### config.mk
export PLATFORM = sky130hd
export DESIGN_NAME = mshr_alloc
export DESIGN_NICKNAME = d
export VERILOG_FILES = /design/src/dcache_pkg.sv /design/src/mshr_alloc.sv
export SDC_FILE = /design/constraint.sdc
export NUM_CORES = 1
export LEC_CHECK = 0
export ABC_AREA = 1
export BUFFER_PORTS_ARGS = -buffer_cell sky130_fd_sc_hd__buf_4
export CORE_AREA = 5 5 272 274
export DETAILED_ROUTE_END_ITERATION = 16
export DIE_AREA = 0 0 277 279
export SLEW_MARGIN = 20
export SYNTH_ARGS = -nofsm -noshare
export SYNTH_HDL_FRONTEND = slang
export SYNTH_SLANG_ARGS = --single-unit
### constraint.sdc
create_clock -name vclk -period 3
set_input_delay 0 -clock vclk [all_inputs]
set_output_delay 0 -clock vclk [all_outputs]
set_load 0.1 [all_outputs]
### src/dcache_pkg.sv
package dcache_pkg;

    localparam int addr_w     = 32;
    localparam int line_bytes = 8;
    localparam int n_lines    = 32;
    localparam int n_mshr     = 4;
    localparam int mem_tag_w  = 4;
    localparam int word_w     = 32;
    localparam int offset_w   = $clog2(line_bytes);       // byte within a line
    localparam int index_w    = $clog2(n_lines);
    localparam int tag_w      = addr_w - index_w - offset_w;

    typedef logic [addr_w-1:0]       addr_t;
    typedef logic [line_bytes*8-1:0] line_t;
    typedef logic [word_w-1:0]       word_t;
    typedef logic [tag_w-1:0]        cache_tag_t;
    typedef logic [index_w-1:0]      line_index_t;
    typedef logic [mem_tag_w-1:0]    mem_tag_t;         // zero means no tag
    typedef logic [n_mshr-1:0]       mshr_mask_t;

    typedef enum logic [1:0] {mem_read = 2'd0, mem_write = 2'd1} mem_op_t;
    typedef enum logic [1:0] {size_byte = 2'd0, size_half = 2'd1, size_word = 2'd2} mem_size_t;
    typedef enum logic [1:0] {bus_none = 2'd0, bus_load = 2'd1, bus_store = 2'd2} bus_command_t;
    typedef enum logic [1:0] {st_ready, st_wait_mshr, st_wait_fill} dc_state_t;

    typedef struct packed {
        logic valid; mem_op_t op; mem_size_t size; addr_t addr; word_t write_data;
    } dcache_request_t;

    typedef struct packed {logic valid; word_t read_data;} dcache_response_t;

    typedef struct packed {bus_command_t command; addr_t addr; line_t data;} mem_command_t;

    typedef struct packed {mem_tag_t accept_tag; line_t data; mem_tag_t tag;} mem_reply_t;

    // one request for a free mshr slot, addr is line aligned
    typedef struct packed {logic valid; mem_op_t op; addr_t addr; line_t data;} mshr_alloc_t;

    typedef struct packed {
        logic valid; logic issued; mem_op_t op; addr_t addr; line_t data;
    } mshr_status_t;

    typedef struct packed {logic valid; addr_t addr; line_t data;} mshr_fill_t;

endpackage

### src/mshr_alloc.sv
`timescale 1ns/1ps

module mshr_alloc (
    input  dcache_pkg::mshr_status_t [dcache_pkg::n_mshr-1:0] status,
    input  dcache_pkg::mshr_alloc_t                           miss_alloc,
    input  dcache_pkg::mshr_alloc_t                           writeback,
    output dcache_pkg::mshr_mask_t                            load,
    output dcache_pkg::mshr_alloc_t                           alloc,
    output logic                                              mshr_room
);

    dcache_pkg::mshr_mask_t              free;
    dcache_pkg::mshr_mask_t              first_free;
    logic [$clog2(dcache_pkg::n_mshr):0] n_free;

    always_comb begin
        free   = '0;
        n_free = '0;
        for (int i = 0; i < dcache_pkg::n_mshr; i++) begin
            free[i] = !status[i].valid;
            if (free[i]) begin
                n_free = n_free + 1'b1;
            end
        end
    end

    assign first_free = free & (~free + 1'b1);   // lowest free slot
    assign alloc      = miss_alloc.valid ? miss_alloc : writeback;
    assign load       = alloc.valid ? first_free : '0;

    // keep one slot back for the write-back that may follow the fill
    assign mshr_room = (n_free >= 2);

    always_comb begin
        if (alloc.valid) begin
            assert #0 (free != '0)
                else $error("mshr_alloc: allocation with no free entry");
        end
    end

endmodule

; Word level (Yosys, flattened, before mapping)
; Cells that the tools add are included.
[classes]
n_addsub = 4
mul = 0
n_div = 0
magnitude_cmp = 1
n_eq_ne = 0
n_shift = 0
mux = 6
n_bitwise = 2
reduce_logical = 4
[op_table]
columns = op, count
row1 = $mux 99, 1
row2 = $add 3x1->3 const B, 3
row3 = $mux 3, 3
row4 = $add 4x1->4 const B, 1
row5 = $and 4x4->4, 1
row6 = $logic_not 1->1, 4
row7 = $mux 4, 1
row8 = $not 4->4, 1
row9 = $ge 3x2->1 const B, 1
row10 = $mux 1, 1
[word_totals]
register_bits = 0
latchBits = 0
ram_bits = 0
romBits = 0
output_inout_bits = 104
word_cells = 17
memories = 0

; Logic depth before layout (Yosys ltp)
[depth]
depth_word = 8
depth_mapped = 10

; Worst setup path before layout
; No wires, ideal clock.
[synth_path]
kind = input -> output
start = input miss_alloc[98] (netlist name)
end = output load[3]
arrival_time_ps = 2295
required_time_ps = 3000
setup_slack_ps = 705
path_stages = 3
path_cell_list = buf_4 > nor2_1 > nor3_1
[synth_between]
elab_chain_len = 2
[synth_lines]
columns = item, line
row1 = "start, declared", mshr_alloc.sv:5  ; input dcache_pkg::mshr_alloc_t miss_alloc,
row2 = $mux 99, mshr_alloc.sv:28  ; assign alloc = miss_alloc.valid ? miss_alloc : writeback;
row3 = $mux 4, mshr_alloc.sv:29  ; assign load = alloc.valid ? first_free : '0;
row4 = "end, declared", mshr_alloc.sv:7  ; output dcache_pkg::mshr_mask_t load,
; Every way passes these cells.

; Worst setup path after layout
[layout_path]
start = input status[99] (netlist name)
end = output mshr_room
[layout_between]
elab_chain_len = 8
[layout_lines]
columns = item, line
row1 = "start, declared", mshr_alloc.sv:4  ; input dcache_pkg::mshr_status_t [dcache_pkg::n_mshr-1:0] status,
row2 = $mux 1 (*), mshr_alloc.sv:21  ; if (free[i]) begin
row3 = $add 3x1->3, mshr_alloc.sv:22  ; n_free = n_free + 1'b1;
row4 = $mux 3 (*), mshr_alloc.sv:21
row5 = $add 3x1->3, mshr_alloc.sv:22
row6 = $mux 3 (*), mshr_alloc.sv:21
row7 = $add 3x1->3, mshr_alloc.sv:22
row8 = $mux 3 (*), mshr_alloc.sv:21
row9 = $ge 3x2->1 (*), mshr_alloc.sv:32  ; assign mshr_room = (n_free >= 2);
row10 = "end, declared", mshr_alloc.sv:9  ; output logic mshr_room
; Mark *: on every way between the ends. The rest lies on a longest branch, timed or not.

==> flow_summary.toml <==
[placed_design]
hpwl_um = 22500
dpl_cell_area_mm2 = 0.00480
routabilityCongestion = 0.761
io_buffers = 306

[drt]
drc = 0
firstDrtPassIters = 4
drt_iter0_drc = 63
wl_um = 23500
vias = 3284
wl_per_cell_um = 14.7
viasPerCell = 2.06
drtAntennaViolNets = 0

[setup_path]
critPathRequiredTime_ns = 3.00
crit_path_start_kind = "primary input"
crit_type = "primary input to output port"
crit_fanout = 5
arrival_ns = 1.52
end_kind = "output port"

[floorplan]
chipHeight_um = 279
rows = 98
ios = 702
die-area_mm2 = 0.0773
die_w_um = 277
core-area_mm2 = 0.0711
start_util = 0.0199

[final_layout]
seqCellArea_um2 = 0
design.seq.count = 0
num-clock-buffers = 0
final_util = 0.0677
final_area_mm2 = 0.00482
drive_gt1_frac = 0.489
final_nets = 1242
area_delta_synth_final_pct = 240

[grt]
grt_pass1_vias = 3162
grt_max_degree = 54
grt_remaining_overflow = 0
antenna_found_initial = 35
grt_pass1_wl_um = 28400
track_usage = 0.0559

[power]
leakage_uw = 0.00248
max-vdd-ir-drop_v = 0.000156
p_per_area_mw_per_mm2 = 291

[yosys]
synth_top_area_frac = 0.806
synth_seq_area_share = 0
synthTopCellsByArea = "nand2_1 81%, buf_2 4.9%, ha_1 3.5%, buf_6 2.4%, buf_4 2.1%"
synth_nets = 951
syn_area_mm2 = 0.00142
yosys.area.top_type = "nand2_1"
ys_types = 12
yosysWarnings = 0
synth.avg_cell_area_um2 = 4.06
synth_cells = 349

[clocking]
cts_resized = 0
hold_buffers = 0
post-cts-setup-buffer-count = 0

[timing]
timing.final.crit_share = 0.508
max_freq_ghz = 0.656
rsz0062_at_grt = "no"
relSlewSlack = 0.674
fin_crit_ns = 1.52
tightest_slew_ns = 0.490
hold_viol = 0
final_max_slew_viol_count = 0
setup_tns_ns = 0
finalSetupViolCount = 0

[worst_hold_path]
hold_start = "status[399]"
holdPathEnd = "load[3]"
hold_class = "primary input to output port"
hold_depth = 3

[job]
maxCapViolations = 0

[run_status]
status = "complete, no violations"
-- stage by stage --
step,setup WS [ns],hold slack [ns],power [uW],std cells
6_report,1.48,0.377,1400,1595
5_1_grt,1.33,0.391,1470,1588
4_1_cts,1.38,0.378,1420,1588
3_5_place_dp,1.38,0.378,1420,1588
3_3_place_gp,1.39,0.378,1420,1588
2_1_floorplan,0.705,0.335,965,349
-- layout by cell type, fill, tap and decap left out --
master | Yosys | layout
nor3_1 | 2 | 2
inv_4 | 1 | 1
buf_4 | 4 | 310
diode_2 | 0 | 7
xnor2_1 | 1 | 1
nand3_1 | 3 | 3
nor2_1 | 4 | 4
or2_2 | 1 | 1
inv_1 | 8 | 8
ha_1 | 4 | 4
nand2_1 | 304 | 304
-- Yosys cell counts, drive strengths merged --
library cell,count
buf,21
nand2,304
or2,1
nor3,2
xnor2,1
nor2,4
nand3,3
inv,9
ha,4
-- kinds of logic after synthesis --
kind of cell / Yosys count / synth area share
xor gates and xnor gates: 1 / 0.00618
adders and majority gates: 4 / 0.0353
buffers and inverters: 30 / 0.120
and+or+nand+nor: 314 / 0.838
-- how the worst max path moves through the flow --
stage,startpoint,endpoint,cells after the start
after floorplan,miss_alloc[98],load[3],3
after global placement,miss_alloc[98],alloc[41],6
after detailed placement,miss_alloc[98],alloc[41],6
after CTS,miss_alloc[98],alloc[41],6
after global routing,miss_alloc[98],alloc[41],6
final,status[99],mshr_room,9
-- critical path: stages --
cell,delay [ns]
buf_4,0.12
inv_1,0.05
ha_1,0.32
xnor2_1,0.17
ha_1,0.24
or2_2,0.26
nand2_1,0.06
nand2_1,0.06
buf_4,0.23
-- routing by layer --
layer  track usage  wire length, um
met3        0.0582             5680
met1        0.0671             9640
met4       0.00153              147
met2        0.0729             7850
met5             0              161
-- report_power, final --
group          internal [uW]  switching [uW]
Sequential                 0               0
Combinational            357            1040
Clock               0.000155               0
Total                    357            1040
-- layout make-up --
| class | instances | area (um2) |
|---|---|---|
| fillers | 8555 | 66300 |
| well taps | 950 | 1190 |
| diodes | 7 | 17.5 |
| repair buffers | 310 | 2330 |
| inverters | 9 | 36.3 |
| multi-input cells | 319 | 1250 |
Power figures use the tool's default switching activity.
