<file path="config.mk">
export PLATFORM = sky130hd
export DESIGN_NAME = dcache_line_array
export DESIGN_NICKNAME = d
export VERILOG_FILES = /design/src/dcache_pkg.sv /design/src/dcache_line_array.sv
export SDC_FILE = /design/constraint.sdc
export NUM_CORES = 2
export LEC_CHECK = 0
export ABC_AREA = 0
export BUFFER_PORTS_ARGS = -buffer_cell sky130_fd_sc_hd__buf_2
export CAP_MARGIN = 20
export CORE_MARGIN = 2
export CORE_UTILIZATION = 40
export CTS_CLUSTER_DIAMETER = 40
export DETAILED_ROUTE_END_ITERATION = 8
export GPL_TIMING_DRIVEN = 1
export PLACE_DENSITY_LB_ADDON = 0.05
export RECOVER_POWER = 25
export SLEW_MARGIN = 20
export SYNTH_ARGS = -nofsm -noshare
export SYNTH_HDL_FRONTEND = slang
export SYNTH_SLANG_ARGS = --single-unit
export TNS_END_PERCENT = 100
</file>
<file path="constraint.sdc">
create_clock -name clock -period 10.2 [get_ports clock]
set_input_delay 0.51 -clock clock [delete_from_list [all_inputs] [get_ports clock]]
set_output_delay 0.51 -clock clock [all_outputs]
set_load 0.02 [all_outputs]
</file>
<file path="src/dcache_pkg.sv">
package dcache_pkg;

    localparam int addr_w     = 32;
    localparam int line_bytes = 8;
    localparam int n_lines    = 32;
    localparam int n_mshr     = 4;
    localparam int mem_tag_w  = 4;
    localparam int word_w     = 32;
    localparam int offset_w   = $clog2(line_bytes);       // byte within a line
    localparam int index_w    = $clog2(n_lines);
    localparam int tag_w      = addr_w - index_w - offset_w;

    typedef logic [addr_w-1:0]       addr_t;
    typedef logic [line_bytes*8-1:0] line_t;
    typedef logic [word_w-1:0]       word_t;
    typedef logic [tag_w-1:0]        cache_tag_t;
    typedef logic [index_w-1:0]      line_index_t;
    typedef logic [mem_tag_w-1:0]    mem_tag_t;         // zero means no tag
    typedef logic [n_mshr-1:0]       mshr_mask_t;

    typedef enum logic [1:0] {mem_read = 2'd0, mem_write = 2'd1} mem_op_t;
    typedef enum logic [1:0] {size_byte = 2'd0, size_half = 2'd1, size_word = 2'd2} mem_size_t;
    typedef enum logic [1:0] {bus_none = 2'd0, bus_load = 2'd1, bus_store = 2'd2} bus_command_t;
    typedef enum logic [1:0] {st_ready, st_wait_mshr, st_wait_fill} dc_state_t;

    typedef struct packed {
        logic valid; mem_op_t op; mem_size_t size; addr_t addr; word_t write_data;
    } dcache_request_t;

    typedef struct packed {logic valid; word_t read_data;} dcache_response_t;

    typedef struct packed {bus_command_t command; addr_t addr; line_t data;} mem_command_t;

    typedef struct packed {mem_tag_t accept_tag; line_t data; mem_tag_t tag;} mem_reply_t;

    // one request for a free mshr slot, addr is line aligned
    typedef struct packed {logic valid; mem_op_t op; addr_t addr; line_t data;} mshr_alloc_t;

    typedef struct packed {
        logic valid; logic issued; mem_op_t op; addr_t addr; line_t data;
    } mshr_status_t;

    typedef struct packed {logic valid; addr_t addr; line_t data;} mshr_fill_t;

endpackage

</file>
<file path="src/dcache_line_array.sv">
`timescale 1ns/1ps

module dcache_line_array (
    input  logic                        clock,
    input  logic                        reset,
    input  dcache_pkg::dcache_request_t access,
    input  dcache_pkg::mshr_fill_t      fill,
    output logic                        hit,
    output dcache_pkg::line_t           line,
    output dcache_pkg::mshr_alloc_t     writeback
);

    dcache_pkg::cache_tag_t tags  [dcache_pkg::n_lines];
    dcache_pkg::line_t      lines [dcache_pkg::n_lines];
    logic [dcache_pkg::n_lines-1:0] valid_q;
    logic [dcache_pkg::n_lines-1:0] dirty_q;

    dcache_pkg::line_index_t idx;
    dcache_pkg::line_index_t fill_idx;
    dcache_pkg::cache_tag_t  access_tag;
    logic                    is_store;
    logic                    store_hit;
    dcache_pkg::line_t       hit_merged;
    dcache_pkg::line_t       fill_merged;

    function automatic dcache_pkg::line_t merge_store(
        input dcache_pkg::line_t           base,
        input dcache_pkg::dcache_request_t req
    );
        dcache_pkg::line_t               merged;
        logic [dcache_pkg::offset_w-1:0] off;
        merged = base;
        off    = req.addr[dcache_pkg::offset_w-1:0];
        case (req.size)
            dcache_pkg::size_byte: merged[{off, 3'b000} +: 8]       = req.write_data[7:0];
            dcache_pkg::size_half: merged[{off[2:1], 4'b0000} +: 16] = req.write_data[15:0];
            default:               merged[{off[2], 5'b00000} +: 32]  = req.write_data;
        endcase
        return merged;
    endfunction

    assign idx        = access.addr[dcache_pkg::offset_w +: dcache_pkg::index_w];
    assign access_tag = access.addr[dcache_pkg::addr_w-1 -: dcache_pkg::tag_w];
    assign fill_idx   = fill.addr[dcache_pkg::offset_w +: dcache_pkg::index_w];

    assign hit       = access.valid && valid_q[idx] && (tags[idx] == access_tag);
    assign is_store  = access.valid && (access.op == dcache_pkg::mem_write);
    assign store_hit = is_store && hit;

    assign hit_merged  = merge_store(lines[idx], access);
    assign fill_merged = is_store ? merge_store(fill.data, access) : fill.data;

    // on a fill the raw memory line feeds the response
    assign line = fill.valid ? fill.data : lines[idx];

    // dirty victim goes back to memory in the fill cycle
    always_comb begin
        writeback       = '0;
        writeback.valid = fill.valid && valid_q[fill_idx] && dirty_q[fill_idx];
        writeback.op    = dcache_pkg::mem_write;
        writeback.addr  = {tags[fill_idx], fill_idx, {dcache_pkg::offset_w{1'b0}}};
        writeback.data  = lines[fill_idx];
    end

    always_ff @(posedge clock) begin
        if (fill.valid) begin
            tags[fill_idx]  <= fill.addr[dcache_pkg::addr_w-1 -: dcache_pkg::tag_w];
            lines[fill_idx] <= fill_merged;
        end else if (store_hit) begin
            lines[idx] <= hit_merged;
        end
    end

    always_ff @(posedge clock) begin
        if (reset) begin
            valid_q <= '0;
            dirty_q <= '0;
        end else if (fill.valid) begin
            valid_q[fill_idx] <= 1'b1;
            dirty_q[fill_idx] <= is_store;     // store miss leaves the line dirty
        end else if (store_hit) begin
            dirty_q[idx] <= 1'b1;
        end
    end

endmodule

</file>
* After elaboration in Yosys (flattened, before gate mapping)
Memories as Yosys holds them, arrays and structs flattened. Index checks and enable logic that the tools add are counted.
Cells by class: order comparisons 4, $add $sub $neg 3, reduce and logical (&&, ||, !) cells 11, muxes and demuxes 31, equal/unequal tests 3, shift operators 6, bitwise gates (word level) 2
Operator list (number):
- bitwise mux 64 bit | 6
- case mux 64 bit (2 select lines) | 2
- 2-to-1 mux 64 bit | 3
- 2-to-1 mux 32 bit | 2
- OR 32 bit | 2
- OR reduction 64 bit | 1
- variable shift 16 x 8 -> 64 bit (first input constant) | 1
- variable shift 32 x 8 -> 64 bit (first input constant) | 1
- variable shift 8 x 8 -> 64 bit (first input constant) | 1
- indexed part select 16 x 8 -> 64 bit | 1
- indexed part select 32 x 8 -> 64 bit | 1
- indexed part select 8 x 8 -> 64 bit | 1
- bitwise mux 32 bit | 1
- equality test 24 bit | 1
- negation 6 -> 8 bit | 3
- binary-select mux 1 bit (select 5 bit) | 3
- < comparator 5 x 6 -> 1 bit (second input constant) | 2
- 2-to-1 mux 1 bit | 11
- demux 1 bit (select 5 bit) | 2
- >= comparator 5 x 1 -> 1 bit (second input constant) | 2
- logical AND 1 bit | 8
- 2-to-1 mux 5 bit | 1
- equality test 2 x 1 -> 1 bit (second input constant) | 2
- zero test 2 bit | 1
- nonzero test 2 bit | 1
Word-level totals: memories kept 2, register bits 64, input bits 168, bits in writable memories 2816, word-level logic and storage cells 64, output and inout bits 164
Memory list:
- lines | words 32, bits a word 64, read ports 2, clocked after memory_dff 0, write ports 1, RTL line dcache_line_array.sv:14 | dcache_pkg::line_t lines [dcache_pkg::n_lines];
- tags | words 32, bits a word 24, read ports 2, clocked after memory_dff 0, write ports 1, RTL line dcache_line_array.sv:13 | dcache_pkg::cache_tag_t tags [dcache_pkg::n_lines];

* Depth between registers and ports, before layout
depth in word-level cells 10, gate-level depth with buffers 16, mapped depth without buffers 11

* Least setup slack after synthesis
OpenSTA, ideal clock, no wires.
path type input to register, from input access[35] in the netlist's numbering, to memory lines[10][0] in the netlist's numbering, enable pin, path slack 1868 ps, path buffers 5, library setup time 585 ps, data arrival time 7748 ps, cell stages on the path 14, data required time 9615 ps, path through buf_6 > buf_4 > buf_4 > buf_2 > mux2i_1 > o22ai_1 > nor4_1 > nand2_1 > xor2_1 > nor4b_1 > and4_1 > nand4_4 > buf_6 > o32ai_1
On the way: word-level cells in the longest chain between the ends 10, elaborated cells on any way between the ends 13, classes of those cells eq/ne: 1; mux: 7; reduce/logical: 4; memory: 1
RTL lines:
- from (decl) | RTL line dcache_line_array.sv:6 | input dcache_pkg::dcache_request_t access,
- branches (longest 10 deep; another with memory read (32 x 24 bit))
- to (decl) | RTL line dcache_line_array.sv:14
Parallel ways; which one is timed is not known. The select of a mux whose other input is x is not followed.

* Worst setup path after layout
from input fill[68] in the netlist's numbering, to memory tags[2][4] in the netlist's numbering, enable pin
RTL lines:
- from (decl) | RTL line dcache_line_array.sv:7 | input dcache_pkg::mshr_fill_t fill,
- to (decl) | RTL line dcache_line_array.sv:13
Straight into the memory's write port.

==> metrics.json <==
{
  "synth-adder-area-share": {"value": 0.0635, "unit": "%"},
  "synth_mux_area_share": {"value": 24.0, "unit": "%"},
  "post_synth_xor_area_fraction": {"value": 0.0317, "unit": "%"},
  "setup_viol_count_final": {"value": 0},
  "total_power": {"value": 32.7, "unit": "mW"},
  "worst_hold_path.num_cells": {"value": 3},
  "final.period_utilization": {"value": 84.4, "unit": "%"},
  "hold-worst-slack": {"value": 0.225, "unit": "ns"},
  "combinationalPowerShare": {"value": 8.7, "unit": "%"},
  "result_of_the_run": {"value": "complete, but fails checks"},
  "antenna_left": {"value": 0},
  "seq_power_share": {"value": 40.6, "unit": "%"},
  "critPathMaxFanout": {"value": 109},
  "grt.total_usage": {"value": 31.1, "unit": "%"},
  "power.share.clock": {"value": 50.7, "unit": "%"},
  "place_area": {"value": 146000, "unit": "sq um"},
  "power_report.internal_total": {"value": 24.7, "unit": "mW"},
  "worstSetupEndpointType": {"value": "flop"},
  "power.share.switching": {"value": 24.4, "unit": "%"},
  "criticalPathCategory": {"value": "in2reg"},
  "final_net_count": {"value": 8503},
  "ir_drop": {"value": 0.158, "unit": "mV"},
  "die_area": {"value": 350000, "unit": "sq um"},
  "leakage": {"value": 52.4, "unit": "nW"},
  "fillers": {"value": 29162},
  "synthDistinctLibCells": {"value": 72},
  "cap_viol_max_count": {"value": 44},
  "final_util": {"value": 47.4, "unit": "%"},
  "synth_seq_cells": {"value": 2880},
  "report.final.hold_viol_count": {"value": 0},
  "slew-limit-headroom": {"value": -210, "unit": "%"},
  "routabilityCongestion": {"value": 0.858},
  "grt_start_max_net_pins": {"value": 146},
  "detail_route.wirelength": {"value": 551, "unit": "mm"},
  "asyncSetResetFlopFracSynth": {"value": 0, "unit": "%"},
  "reg2reg_slack": {"value": 4.24, "unit": "ns"},
  "power.density": {"value": 201, "unit": "nW/um^2"},
  "synth-compound-area-share": {"value": 8.06, "unit": "%"},
  "vias_per_cell": {"value": 6.74},
  "critical_path_arrival": {"value": 9.16, "unit": "ns"},
  "r2r_cells": {"value": 12},
  "drt_first_iter_violations": {"value": 11972},
  "ys_seq_area_share": {"value": 62.2, "unit": "%"},
  "tns": {"value": 0, "unit": "ns"},
  "fin_ws": {"value": 1.59, "unit": "ns"},
  "remaining_drc_errors": {"value": 0},
  "tightest_slew": {"value": 4.65, "unit": "ns"},
  "report.final.slew_viol_count": {"value": 942},
  "total_area_of_sequential_cells": {"value": 85800, "unit": "sq um"},
  "wl_per_cell": {"value": 41.4, "unit": "um"},
  "basic_gate_share_of_the_synthesized_area_counting_and_or_nand_and_nor_cells": {"value": 3.07, "unit": "%"},
  "syn_inst": {"value": 7918},
  "antenna_found_initial": {"value": 31},
  "clkSinkCount": {"value": 2880},
  "io_buffers": {"value": 323},
  "hold_path.class": {"value": "in2reg"},
  "via_count_of_the_first_global_routing_pass": {"value": 90428},
  "min_period": {"value": 8.61, "unit": "ns"},
  "synthesis.area": {"value": 138000, "unit": "sq um"},
  "multiInputGateArea": {"value": 49800, "unit": "sq um"},
  "cts_buffers": {"value": 475},
  "synth-main-ff-cell": {"value": "edfxtp_1"},
  "cts_tree": {"value": "yes"},
  "clock_skew": {"value": 0.0658, "unit": "ns"},
  "synth.avg_cell_area": {"value": 17.4, "unit": "sq um"},
  "clock_path_buffers": {"value": 4},
  "synth_top_cells_by_area": {"value": "edfxtp_1 61%, mux4_2 20%, mux2i_1 3.3%, a22oi_1 3.2%, clkbuf_1 1.2%"},
  "synth_top_area_share": {"value": 61.3, "unit": "%"},
  "timing.critical_path.required": {"value": 10.75, "unit": "ns"},
  "clock_tree.root_cell": {"value": "clkbuf_16"},
  "dr_total_vias": {"value": 89883},
  "pre_cts_slack": {"value": 2.64, "unit": "ns"},
  "max_freq": {"value": 116, "unit": "MHz"},
  "cts.htree.levels": {"value": 5},
  "synth_top_family_by_area": {"value": "multiplexers"},
  "grt_setup_unrepaired": {"value": "no"},
  "grt-ovfl-total": {"value": 0},
  "p_switching": {"value": 8.00, "unit": "mW"},
  "grt_pass1_wl": {"value": 748, "unit": "mm"},
  "clk_latency": {"value": 1.01, "unit": "ns"},
  "yosys_warnings": {"value": 0},
  "worstSetupStartpointType": {"value": "input port"},
  "stdcell_area": {"value": 163000, "unit": "sq um"},
  "violations": {"value": "capacitance limit, slew limit"},
  "final-instance-count-excl-fill": {"value": 13330},
  "path_clk_slew": {"value": 0.05, "unit": "ns"},
  "die_width": {"value": 591, "unit": "um"},
  "place_inst": {"value": 12384},
  "core_area": {"value": 343000, "unit": "sq um"},
  "place.detailed.hpwl": {"value": 289, "unit": "mm"},
  "post_route_cells_drive_above_1_share": {"value": 32.8, "unit": "%"},
  "start_util": {"value": 40.2, "unit": "%"},
  "yosysTopAreaCell": {"value": "edfxtp_1"},
  "pin_count": {"value": 332},
  "count_of_flip_flops_with_a_built_in_enable_after_synthesis": {"value": 2816},
  "rows": {"value": 215},
  "drt_first_pass_iters": {"value": 8},
  "floorplan.die.height": {"value": 591, "unit": "um"},
  "area_growth_syn_to_layout": {"value": 18.0, "unit": "%"}
}
## cell usage after synthesis (47+ instances only)
cell,number
edfxtp_1,2816
mux4_2,1232
a22oi_1,585
mux2i_1,452
clkbuf_1,428
nor2_1,287
a21oi_1,275
o21ai_0,251
nand2_1,208
o22ai_1,208
nand4_1,145
buf_1,105
buf_2,91
inv_1,80
mux2_2,71
dfxtp_1,64
a221oi_1,61
nor4_1,60
buf_6,47
## power groups by stage
stage          sequential [mW]  clock [mW]  combinational (mW)
6_report                  13.3        16.6                2.84
4_1_cts                   13.3        16.7                2.82
3_3_place_gp              13.5           0                2.78
5_1_grt                   13.3        17.3                2.95
2_1_floorplan             13.5           0                1.64
3_5_place_dp              13.5           0                2.81
## repair_timing
action,CTS,global route
hold buffers,23,0
endpoints found under the hold margin,575,0
buffers inserted,0,0
gates resized for setup,0,0
## metal layers
layer | vias up | global-route usage [%] | part of all wire (%)
met2 | 5079 | 50.1 | 48
li1 | 34992 | - | -
met4 | 6 | 12.8 | 4.6
met1 | 48678 | 42.2 | 40
met5 | - | 0 | 0.0058
met3 | 1128 | 4.83 | 8.2
## flip-flops by register name, summed over array words and instances (netlist names)
register,flops
dirty_q,32
tags,768
valid_q,32
lines,2048
## worst max-delay path, cell delays in order
cell and delay (ns):
clkbuf_1 3.18, buf_12 0.56, nand3b_1 0.18, clkbuf_1 0.77, nor2_1 1.75, clkbuf_1 1.96
## cell usage in the layout (no fill, tap or decap), drive strengths merged, types with 72 or more instances in the layout
master,synthesis,routed
inv,80,134
buf,279,558
o21ai,251,251
a22oi,585,585
clkinv,2,200
nand2,208,208
nor2,287,287
bufinv,0,72
mux2i,452,452
clkbuf,431,584
edfxtp,2816,2816
o22ai,209,209
a21oi,275,275
mux4,1232,1232
nand4,146,146
## path summary, 6_finish.rpt
path	startpoint	end
min reg2reg	valid_q[24]	valid_q[24]
max reg2reg	tags[23][4]	lines[18][31]
min	reset	valid_q[22]
max	fill[68]	tags[2][4]
## kinds of logic (layout without fill, tap and decap cells)
group | after synthesis | count (layout)
multiplexers | 1755 | 1755
other | 2 | 29
adder cells (fa/ha/maj) | 7 | 7
XOR/XNOR | 5 | 5
AND/OR/NAND/NOR | 846 | 846
buffers and inverters | 792 | 1620
flip-flops | 2880 | 2880
AO/OA/AOI/OAI | 1631 | 1631
## final cells by class
cell class	count	area share, %
sequential	2880	52.7
multi-input combinational	4249	30.6
clock buffer	525	7.52
tap	4557	3.50
timing repair buffer	640	2.84
clock inverter	373	2.62
inverter	82	0.189
antenna	24	0.0369
Power figures use the tool's default switching activity.
