--- config.mk ---
export PLATFORM = sky130hd
export DESIGN_NAME = mshr_entry
export DESIGN_NICKNAME = d
export VERILOG_FILES = /design/src/dcache_pkg.sv /design/src/mshr_entry.sv
export SDC_FILE = /design/constraint.sdc
export NUM_CORES = 1
export LEC_CHECK = 0
export BUFFER_PORTS_ARGS = -buffer_cell sky130_fd_sc_hd__buf_2
export CAP_MARGIN = 20
export CORE_AREA = 2 2 144 146
export CTS_CLUSTER_SIZE = 28
export DETAILED_ROUTE_END_ITERATION = 8
export DIE_AREA = 0 0 146 148
export PLACE_DENSITY = 0.57
export SYNTH_ARGS = -nofsm -noshare
export SYNTH_HDL_FRONTEND = slang
export SYNTH_SLANG_ARGS = --single-unit
--- constraint.sdc ---
create_clock -name clock -period 3 [get_ports clock]
set_clock_uncertainty 0.1 [all_clocks]
set_input_delay 0.6 -clock clock [delete_from_list [all_inputs] [get_ports clock]]
set_output_delay 0.6 -clock clock [all_outputs]
set_load 0.1 [all_outputs]
--- src/dcache_pkg.sv ---
package dcache_pkg;

    localparam int addr_w     = 32;
    localparam int line_bytes = 8;
    localparam int n_lines    = 32;
    localparam int n_mshr     = 4;
    localparam int mem_tag_w  = 4;
    localparam int word_w     = 32;
    localparam int offset_w   = $clog2(line_bytes);       // byte within a line
    localparam int index_w    = $clog2(n_lines);
    localparam int tag_w      = addr_w - index_w - offset_w;

    typedef logic [addr_w-1:0]       addr_t;
    typedef logic [line_bytes*8-1:0] line_t;
    typedef logic [word_w-1:0]       word_t;
    typedef logic [tag_w-1:0]        cache_tag_t;
    typedef logic [index_w-1:0]      line_index_t;
    typedef logic [mem_tag_w-1:0]    mem_tag_t;         // zero means no tag
    typedef logic [n_mshr-1:0]       mshr_mask_t;

    typedef enum logic [1:0] {mem_read = 2'd0, mem_write = 2'd1} mem_op_t;
    typedef enum logic [1:0] {size_byte = 2'd0, size_half = 2'd1, size_word = 2'd2} mem_size_t;
    typedef enum logic [1:0] {bus_none = 2'd0, bus_load = 2'd1, bus_store = 2'd2} bus_command_t;
    typedef enum logic [1:0] {st_ready, st_wait_mshr, st_wait_fill} dc_state_t;

    typedef struct packed {
        logic valid; mem_op_t op; mem_size_t size; addr_t addr; word_t write_data;
    } dcache_request_t;

    typedef struct packed {logic valid; word_t read_data;} dcache_response_t;

    typedef struct packed {bus_command_t command; addr_t addr; line_t data;} mem_command_t;

    typedef struct packed {mem_tag_t accept_tag; line_t data; mem_tag_t tag;} mem_reply_t;

    // one request for a free mshr slot, addr is line aligned
    typedef struct packed {logic valid; mem_op_t op; addr_t addr; line_t data;} mshr_alloc_t;

    typedef struct packed {
        logic valid; logic issued; mem_op_t op; addr_t addr; line_t data;
    } mshr_status_t;

    typedef struct packed {logic valid; addr_t addr; line_t data;} mshr_fill_t;

endpackage

--- src/mshr_entry.sv ---
`timescale 1ns/1ps

module mshr_entry (
    input  logic                     clock,
    input  logic                     reset,
    input  logic                     load,
    input  dcache_pkg::mshr_alloc_t  alloc,
    input  logic                     grant,
    input  dcache_pkg::mem_reply_t   mem_reply,
    output dcache_pkg::mshr_status_t status,
    output dcache_pkg::mshr_fill_t   fill
);

    logic                  valid_q;
    logic                  issued_q;
    dcache_pkg::mem_op_t   op_q;
    dcache_pkg::addr_t     addr_q;
    dcache_pkg::line_t     data_q;
    dcache_pkg::mem_tag_t  tag_q;       // tag memory gave on acceptance
    logic                  accepted;
    logic                  replied;

    assign accepted = grant && (mem_reply.accept_tag != '0);
    assign replied  = valid_q && issued_q && (op_q == dcache_pkg::mem_read)
                   && (mem_reply.tag != '0) && (mem_reply.tag == tag_q);

    always_ff @(posedge clock) begin
        if (reset) begin
            valid_q  <= 1'b0;
            issued_q <= 1'b0;
        end else if (load) begin
            valid_q  <= 1'b1;
            issued_q <= 1'b0;
        end else if (accepted) begin
            valid_q  <= (op_q != dcache_pkg::mem_write);    // stores are done here
            issued_q <= 1'b1;
        end else if (replied) begin
            valid_q  <= 1'b0;
        end
    end

    always_ff @(posedge clock) begin
        if (load) begin
            op_q   <= alloc.op;
            addr_q <= alloc.addr;
            data_q <= alloc.data;
        end
        if (accepted) tag_q <= mem_reply.accept_tag;
    end

    assign status = '{valid: valid_q, issued: issued_q, op: op_q, addr: addr_q, data: data_q};

    // zero when idle so the issue block can OR the fills
    assign fill.valid = replied;
    assign fill.addr  = replied ? addr_q : '0;
    assign fill.data  = replied ? mem_reply.data : '0;

endmodule

* After elaboration in Yosys (flattened, before gate mapping)
Cells that the tools add are included.
Storage, ports and cells: bits in registers 104, output and inout bits 197, logic and storage cells 23
Cells by class: equality and inequality tests 2, mux-type cells 5, reduce and logical (&&, ||, !) cells 10
Operators by type and width (number):
- two-way mux 64 bit | 1
- two-way mux 32 bit | 1
- nonzero test 4 bit | 2
- logical AND 1 bit | 5
- equality test 4 bit | 1
- two-way mux 1 bit | 3
- nonzero test 3 bit | 1
- zero test 2 bit | 1
- != test 2 x 1 -> 1 bit (second input constant) | 1
- OR reduction 2 bit | 1

* Longest topological paths before layout
Gate-level depths: netlist (run 1).
depth in word-level cells 7, mapped depth 6, depth with buffers taken out 4

* Worst setup path before layout (run 1)
Ideal clock, no wire load.
kind reg-to-output, start register op_q[0], end output port fill[34] (netlist name), data arrival time 2649 ps, data required time 2300 ps, setup slack -349 ps, cell stages (with the launch flop) 7, path through edfxtp_1 nor2_1 nand4_1 a2111oi_4 buf_6 buf_6 and2_1
RTL lines:
- start: declaration | line mshr_entry.sv:16 | dcache_pkg::mem_op_t op_q;
- start signal: assignment | line mshr_entry.sv:44 | op_q <= alloc.op;
- end: declaration | line mshr_entry.sv:11 | output dcache_pkg::mshr_fill_t fill

==> results summary, run 1 <==
The first-pass detailed-route iteration total is 4. For this run, asynchronously set or reset flops after synthesis account for 0%. The total vias in the final route is between 3000 and 4000. The number of unique standard cell types used by synthesis is 21. The number of hold violations in the final report is 0. The maximum number of pins on one net before global-route repair is roughly 40. The count of nets left with antenna violations once routing finished came out at 0. The final antenna diode count is 0. The final weighted congestion of routability-driven global placement came out at a little under 0.8. After synthesis, flip-flops and latches occupy approximately 80% of the total area.

The worst path required time came out at approximately 2.3 ns. The area of the core is roughly 20000 um2. In this run, synthesis inferred between 100 and 150 flip-flops with an integrated enable.

The library cell used most frequently in the layout, excluding fill and tap cells, is sky130_fd_sc_hd__buf_2. The number of slew-limit violations in the final report is 0. Setup repair after global routing could not meet its margin everywhere. The area overhead of the layout relative to synthesis came out at 109.3%.

The share of the clock period used by the worst path after layout is 98.14%. The width of the die came out at 146 um. The TritonCTS clock tree is built. The final-report setup violation count came out at 0. The area enclosed by the die boundary came out at ~22000 um2. The total design power came out at a little under 4 mW. The detailed placement HPWL is approximately 12000 um.

The total track usage came out at 12.55%. The library cells used most frequently in the layout, excluding fill and tap cells, are 272 x sky130_fd_sc_hd__buf_2, 102 x sky130_fd_sc_hd__edfxtp_1, 100 x sky130_fd_sc_hd__buf_12, 87 x sky130_fd_sc_hd__and2_4, 11 x sky130_fd_sc_hd__clkbuf_16. The via count of the first global-routing pass is between 3000 and 4000. The CTS H-tree depth is 3. The sequential cells in the finished layout cover a total of about 3100 um2. The detailed router's first-iteration violation count is 81.

The count of warnings emitted by yosys is 0. The summed instance area of the synthesized netlist is roughly 3900 um2. The worst-case hold slack is around 0.32 ns. The clock reaches the later pin of the worst-skew pair after ~0.35 ns. The min-delay analysis places its worst path in the category in -> reg.

The routed wire length came out at between 10000 and 15000 um. In the routed layout, each cell is associated on average with a via count of 3.734. The worst-case IR drop observed on VDD is 0.3147 mV.

The average wire per cell in the routed design came out at about 16 um. For this design the top-level I/O count stands at around 370. The reported max-cap violation count came out at 0.

The proportion of layout cells with a drive suffix above 1 came out at 80.26%. The post-synthesis sequential element count came out at around 100. The initial core utilization came out at about a fifth.

The clock transition at the registers of the reported paths is about 0.080 ns. The synthesized netlist net count came out at 407. After technology mapping, the gate count stands at 232. Input and output buffers added on the ports amount to 370. By startpoint and endpoint, the worst setup path is classified as reg -> out.

The area occupied by multi-input gates is 957.2 um2. The remaining design rule violation count is 0. The number of filler cells placed in the layout is roughly 1900.

The worst setup path is launched from a flip-flop. After floorplanning, the core was divided into 52 placement rows. The most used flip-flop cell after synthesis is sky130_fd_sc_hd__edfxtp_1. The overflow left after global routing came out at 0. The worst slew margin relative to its limit came out at between 60% and 70%. The maximum clock frequency came out at around 0.34 GHz. The clock root buffer master is sky130_fd_sc_hd__clkbuf_16. STA classifies the critical path endpoint as a primary output.

The clock sink count is about 100. Data arrives at the worst endpoint at 2.24 ns. The number of clock buffers added by TritonCTS is 9. The analysis attributes to cell leakage a power of approximately 3.6 nW.

The initial antenna violation count is 4. The slew at the pin closest to its max-slew limit came out at approximately 0.54 ns. The height of the die came out at roughly 150 um. The first-pass GRT wire length came out at slightly below 20000 um. The peak fanout along the critical path is 11. The utilization after layout came out at 40.92%. The total number of nets in the final design came out at just under 800.

The average instance in the mapped netlist occupies 16.89 um2. The clock period minus worst slack came out at a little under 3 ns. The maximum root-to-sink buffer count came out at 2.

The run finished with clean final reports. The power density over cell area is a little under 500 nW/um2.
[through the flow]
stage | TNS [ns] | std cells | worst slack (ns) | cell area, um2
after detailed placement | -0.004629 | 866 | -0.003036 | 7801
after CTS | 0 | 885 | 0.01109 | 8130
after global routing | -1.208 | 888 | -0.05384 | 8200
after floorplan | -0.8093 | 232 | -0.08069 | 4146
after global placement | 0 | 866 | 0.02779 | 7801
final | 0 | 888 | 0.05577 | 8200
[power breakdown]
group          switching, mW  total, mW  internal [mW]
logic                  0.916       1.08          0.165
registers             0.0435       1.77           1.72
clock network          0.540       1.12          0.584
[routing by layer]
layer	GRT usage [%]	part of all wire, %	wire length (um)
met5	0	0.19	27
met2	23.47	54	7869
met4	4.126	2.0	285
met3	5.988	11	1551
met1	12.13	33	4770
[path summary, 6_finish.rpt]
check	startpoint	to	slack [ns]	cells past startpoint
worst max-delay path	tag_q[2]	fill[54]	0.06	7
worst min register to register	valid_q	valid_q	0.40	2
worst max register to register	tag_q[2]	valid_q	1.14	6
worst min-delay path	alloc[84]	addr_q[20]	0.32	1
[state kept, by name, indices dropped and copies added, names as in the netlist]
signal    count
valid_q       1
issued_q      1
addr_q       32
op_q          2
tag_q         4
data_q       64
[cell usage after synthesis, drive strengths merged, types with 2 or more instances]
cell type / n / share of area (%)
dfxtp: 2 / 1.0
clkbuf: 6 / 0.57
nor3: 3 / 0.38
nor2: 2 / 0.19
buf: 7 / 1.6
inv: 2 / 0.19
edfxtp: 102 / 78
and2: 96 / 15
xor2: 2 / 0.45
[final cells by class]
cell class | count | area share [%]
well taps | 270 | 4.120
clock inverters | 6 | 0.7019
flip-flops and latches | 104 | 37.84
multi-input cells | 113 | 11.67
repair buffers | 383 | 42.78
clock buffers | 10 | 2.792
inverters | 2 | 0.09155
[worst max-delay path: stages (launching register included)]
cell	delay (ns)
sky130_fd_sc_hd__edfxtp_1	0.40
sky130_fd_sc_hd__or3_4	0.39
sky130_fd_sc_hd__a2111oi_4	0.31
sky130_fd_sc_hd__buf_4	0.19
sky130_fd_sc_hd__buf_6	0.12
sky130_fd_sc_hd__clkbuf_16	0.15
sky130_fd_sc_hd__and2_4	0.15
sky130_fd_sc_hd__buf_12	0.16
[cells by family (layout without fill, tap and decap cells)]
group,after synthesis,count (layout),synth area share (%)
compound gates,4,4,1.182
xor+xnor,3,3,0.6708
buf+inv,15,401,2.331
flops,104,104,79.21
simple gates,106,106,16.61
[repair_timing]
action | 4_1_cts | 5_1_grt
endpoints found under the setup margin | 69 | 96
pin swaps | 1 | 18
hold buffers | 0 | 0
setup buffers | 2 | 1
resized for setup | 1 | 3
cloned | 1 | 2
No activity file was read; power rests on OpenSTA's default activity.
==> inputs of run 2 (changes only) <==
==> constraint.sdc (replaced) <==
create_clock -name clock -period 3 [get_ports clock]
set_clock_uncertainty 0.1 [all_clocks]
set_input_delay 0.3 -clock clock [delete_from_list [all_inputs] [get_ports clock]]
set_output_delay 0.3 -clock clock [all_outputs]
set_load 0.1 [all_outputs]
==> results summary, run 2 (same netlist as run 1, synthesis figures left out) <==
Global routing finished with a remaining overflow of 0. The slew at the pin closest to its max-slew limit is between 0.5 and 0.6 ns. TritonCTS built the clock tree. The CTS H-tree depth came out at 3. The proportion of layout cells with a drive suffix above 1 came out at just under 80%. The clock transition at the registers of the reported paths came out at about 0.08 ns. The cell leakage power is between 3 and 4 nW. Leaving out fill and tap cells, the most frequent cells in the layout are 272 x sky130_fd_sc_hd__buf_2, 102 x sky130_fd_sc_hd__edfxtp_1, 99 x sky130_fd_sc_hd__buf_12, 88 x sky130_fd_sc_hd__and2_2, 9 x sky130_fd_sc_hd__clkbuf_16. After routing, the total negative slack on setup checks comes to 0 ns.

The maximum clock frequency is approximately 0.38 GHz. No sink is reached through more buffers than the 2 on the longest clock path. The worst setup path is of the reg -> out kind. The share of the clock period used by the worst path after layout is around nine tenths. The min-delay analysis places its worst path in the category in -> reg. The critical path launch point type is a flip-flop. The initial core utilization is 19.55%. The number of flip-flops in the largest register came out at 64.

Of all nets on the critical path, the largest fanout is 76. After detailed routing, the number of remaining DRC violations is 0. The number of slew-limit violations in the final report was 0. The final antenna diode count came out at 0. The number of hold violations in the final report is 0. The number of top-level design ports is 372. CTS placed an instance of sky130_fd_sc_hd__clkbuf_16 at the clock tree root. The number of antenna-violating nets in the routed design came out at 0. The utilization after layout came out at ~40%. The number of filler cells placed in the layout is 1948. At the later pin of the worst-skew pair, clock insertion delay measures between 0.3 and 0.4 ns. The worst path required time came out at 2.60 ns. The clock period minus worst slack came out at around 2.7 ns. The endpoint arrival time on the critical path came out at 2.26 ns. The initial antenna violation count is 1. The power density over cell area is approximately 500 nW/um2. The count of instances resized after the clock tree is built came out at 0. Counting every sink on the clock net gives between 100 and 150.

The via count of the first global-routing pass was about 3200. IR analysis of the VDD net gives a maximum drop of between 0.3 and 0.4 mV. The total vias in the final route is 3257. The first-pass GRT wire length came out at between 15000 and 20000 um.

Wires add up to between 10000 and 15000 um. The height of the die came out at between 100 and 150 um. The ratio of routed vias to standard cells came out at between 3 and 4. The flow ran to the end, and the final reports show no timing, DRC or antenna violations. The reported max-cap violation count came out at 0. The total number of nets in the final design came out at between 700 and 800. The total track usage is between 10% and 20%. The worst slew margin relative to its limit is 60.15%.

The final-report setup violation count came out at 0. The hold buffer count at cts came out at 0. The total design power is between 4 and 5 mW.

The first-pass detailed-route iteration total came out at 4. The maximum number of pins on one net before global-route repair is just under 80. The final standard cell area without fillers is 8000 um2. The largest registers in the layout are data_q x64, addr_q x32, tag_q x4. The floorplan step defined a die boundary enclosing around 22000 um2.

The post-CTS setup repair buffer count came out at 0. The area overhead of the layout relative to synthesis came out at 104.2%. The floorplan has 52 rows. The number of buffers inserted during clock tree synthesis came out at 9.

The count of input and output buffers is 370. The width of the die is 146 um. The final weighted congestion of routability-driven global placement came out at roughly 0.79. The area of the core is approximately 20000 um2.

The detailed placement HPWL came out at between 10000 and 15000 um. The post-place instance area is 7640 um2. The most common library cell in the layout ignoring fill and taps is sky130_fd_sc_hd__buf_2.

Setup repair after global routing left no endpoint under its margin. The sort of element at the end of the critical path is a primary output. The average wire per cell in the routed design came out at between 15 and 20 um. The detailed router's first-iteration violation count is 83. The register name with the most flops is data_q.
-- run 2: changes by cell type in the layout (fill, tap and decap cells not counted), moves of 2 or more --
cell                            change
sky130_fd_sc_hd__buf_6              -2
sky130_fd_sc_hd__and2_1             +8
sky130_fd_sc_hd__buf_4              -4
sky130_fd_sc_hd__dlygate4sd3_1      +6
sky130_fd_sc_hd__and2_4            -87
sky130_fd_sc_hd__clkbuf_16          -2
sky130_fd_sc_hd__and2_2            +79
-- run 2: final timing paths --
check	from	end	slack, ns	depth (start not counted)
hold / removal	alloc[35]	data_q[35]	0.02	1
setup reg to reg	tag_q[2]	valid_q	1.17	4
setup / recovery	tag_q[2]	fill[2]	0.34	5
hold reg to reg	valid_q	valid_q	0.39	2
-- run 2: final cells by class --
cell class	instances	area, um2	area share (%)
multi-input combinational	113	833.3	10.42
clock inverter	6	75.07	0.9384
timing repair buffer	379	3418	42.73
sequential	104	3103	38.79
tap	270	337.8	4.223
clock buffer	9	225.2	2.815
inverter	2	7.507	0.09384
-- run 2: layer usage --
| layer | up-vias | track usage [%] | part of all wire, % |
|---|---|---|---|
| met5 | - | 0 | 0.093 |
| met4 | 2 | 3.641 | 1.1 |
| met3 | 10 | 5.802 | 11 |
| met2 | 216 | 23.30 | 54 |
| met1 | 1471 | 12.61 | 34 |
| li1 | 1558 | - | - |
-- run 2: critical path, cell delays in order, from the launching register on --
cell and delay, ns:
sky130_fd_sc_hd__edfxtp_1 0.38, sky130_fd_sc_hd__or3_1 0.40, sky130_fd_sc_hd__a2111oi_4 0.39, sky130_fd_sc_hd__buf_12 0.30, sky130_fd_sc_hd__and2_2 0.23, sky130_fd_sc_hd__buf_12 0.17
-- run 2: through the flow --
stage               hold WS (ns)  setup WS, ns  cells
floorplan                 0.2768       0.05130    232
global placement          0.3760        0.6598    862
detailed placement        0.3781        0.6468    862
CTS                    0.0007733        0.3039    877
global route           0.0004229        0.1994    883
finish                   0.01977        0.3429    883
-- run 2: power breakdown --
group / internal [mW] / leakage, nW / switching (mW)
clock network: 0.656 / 0.144 / 0.540
logic: 0.166 / 2.31 / 0.915
registers: 1.72 / 1.01 / 0.0367
total: 2.54 / 3.47 / 1.49
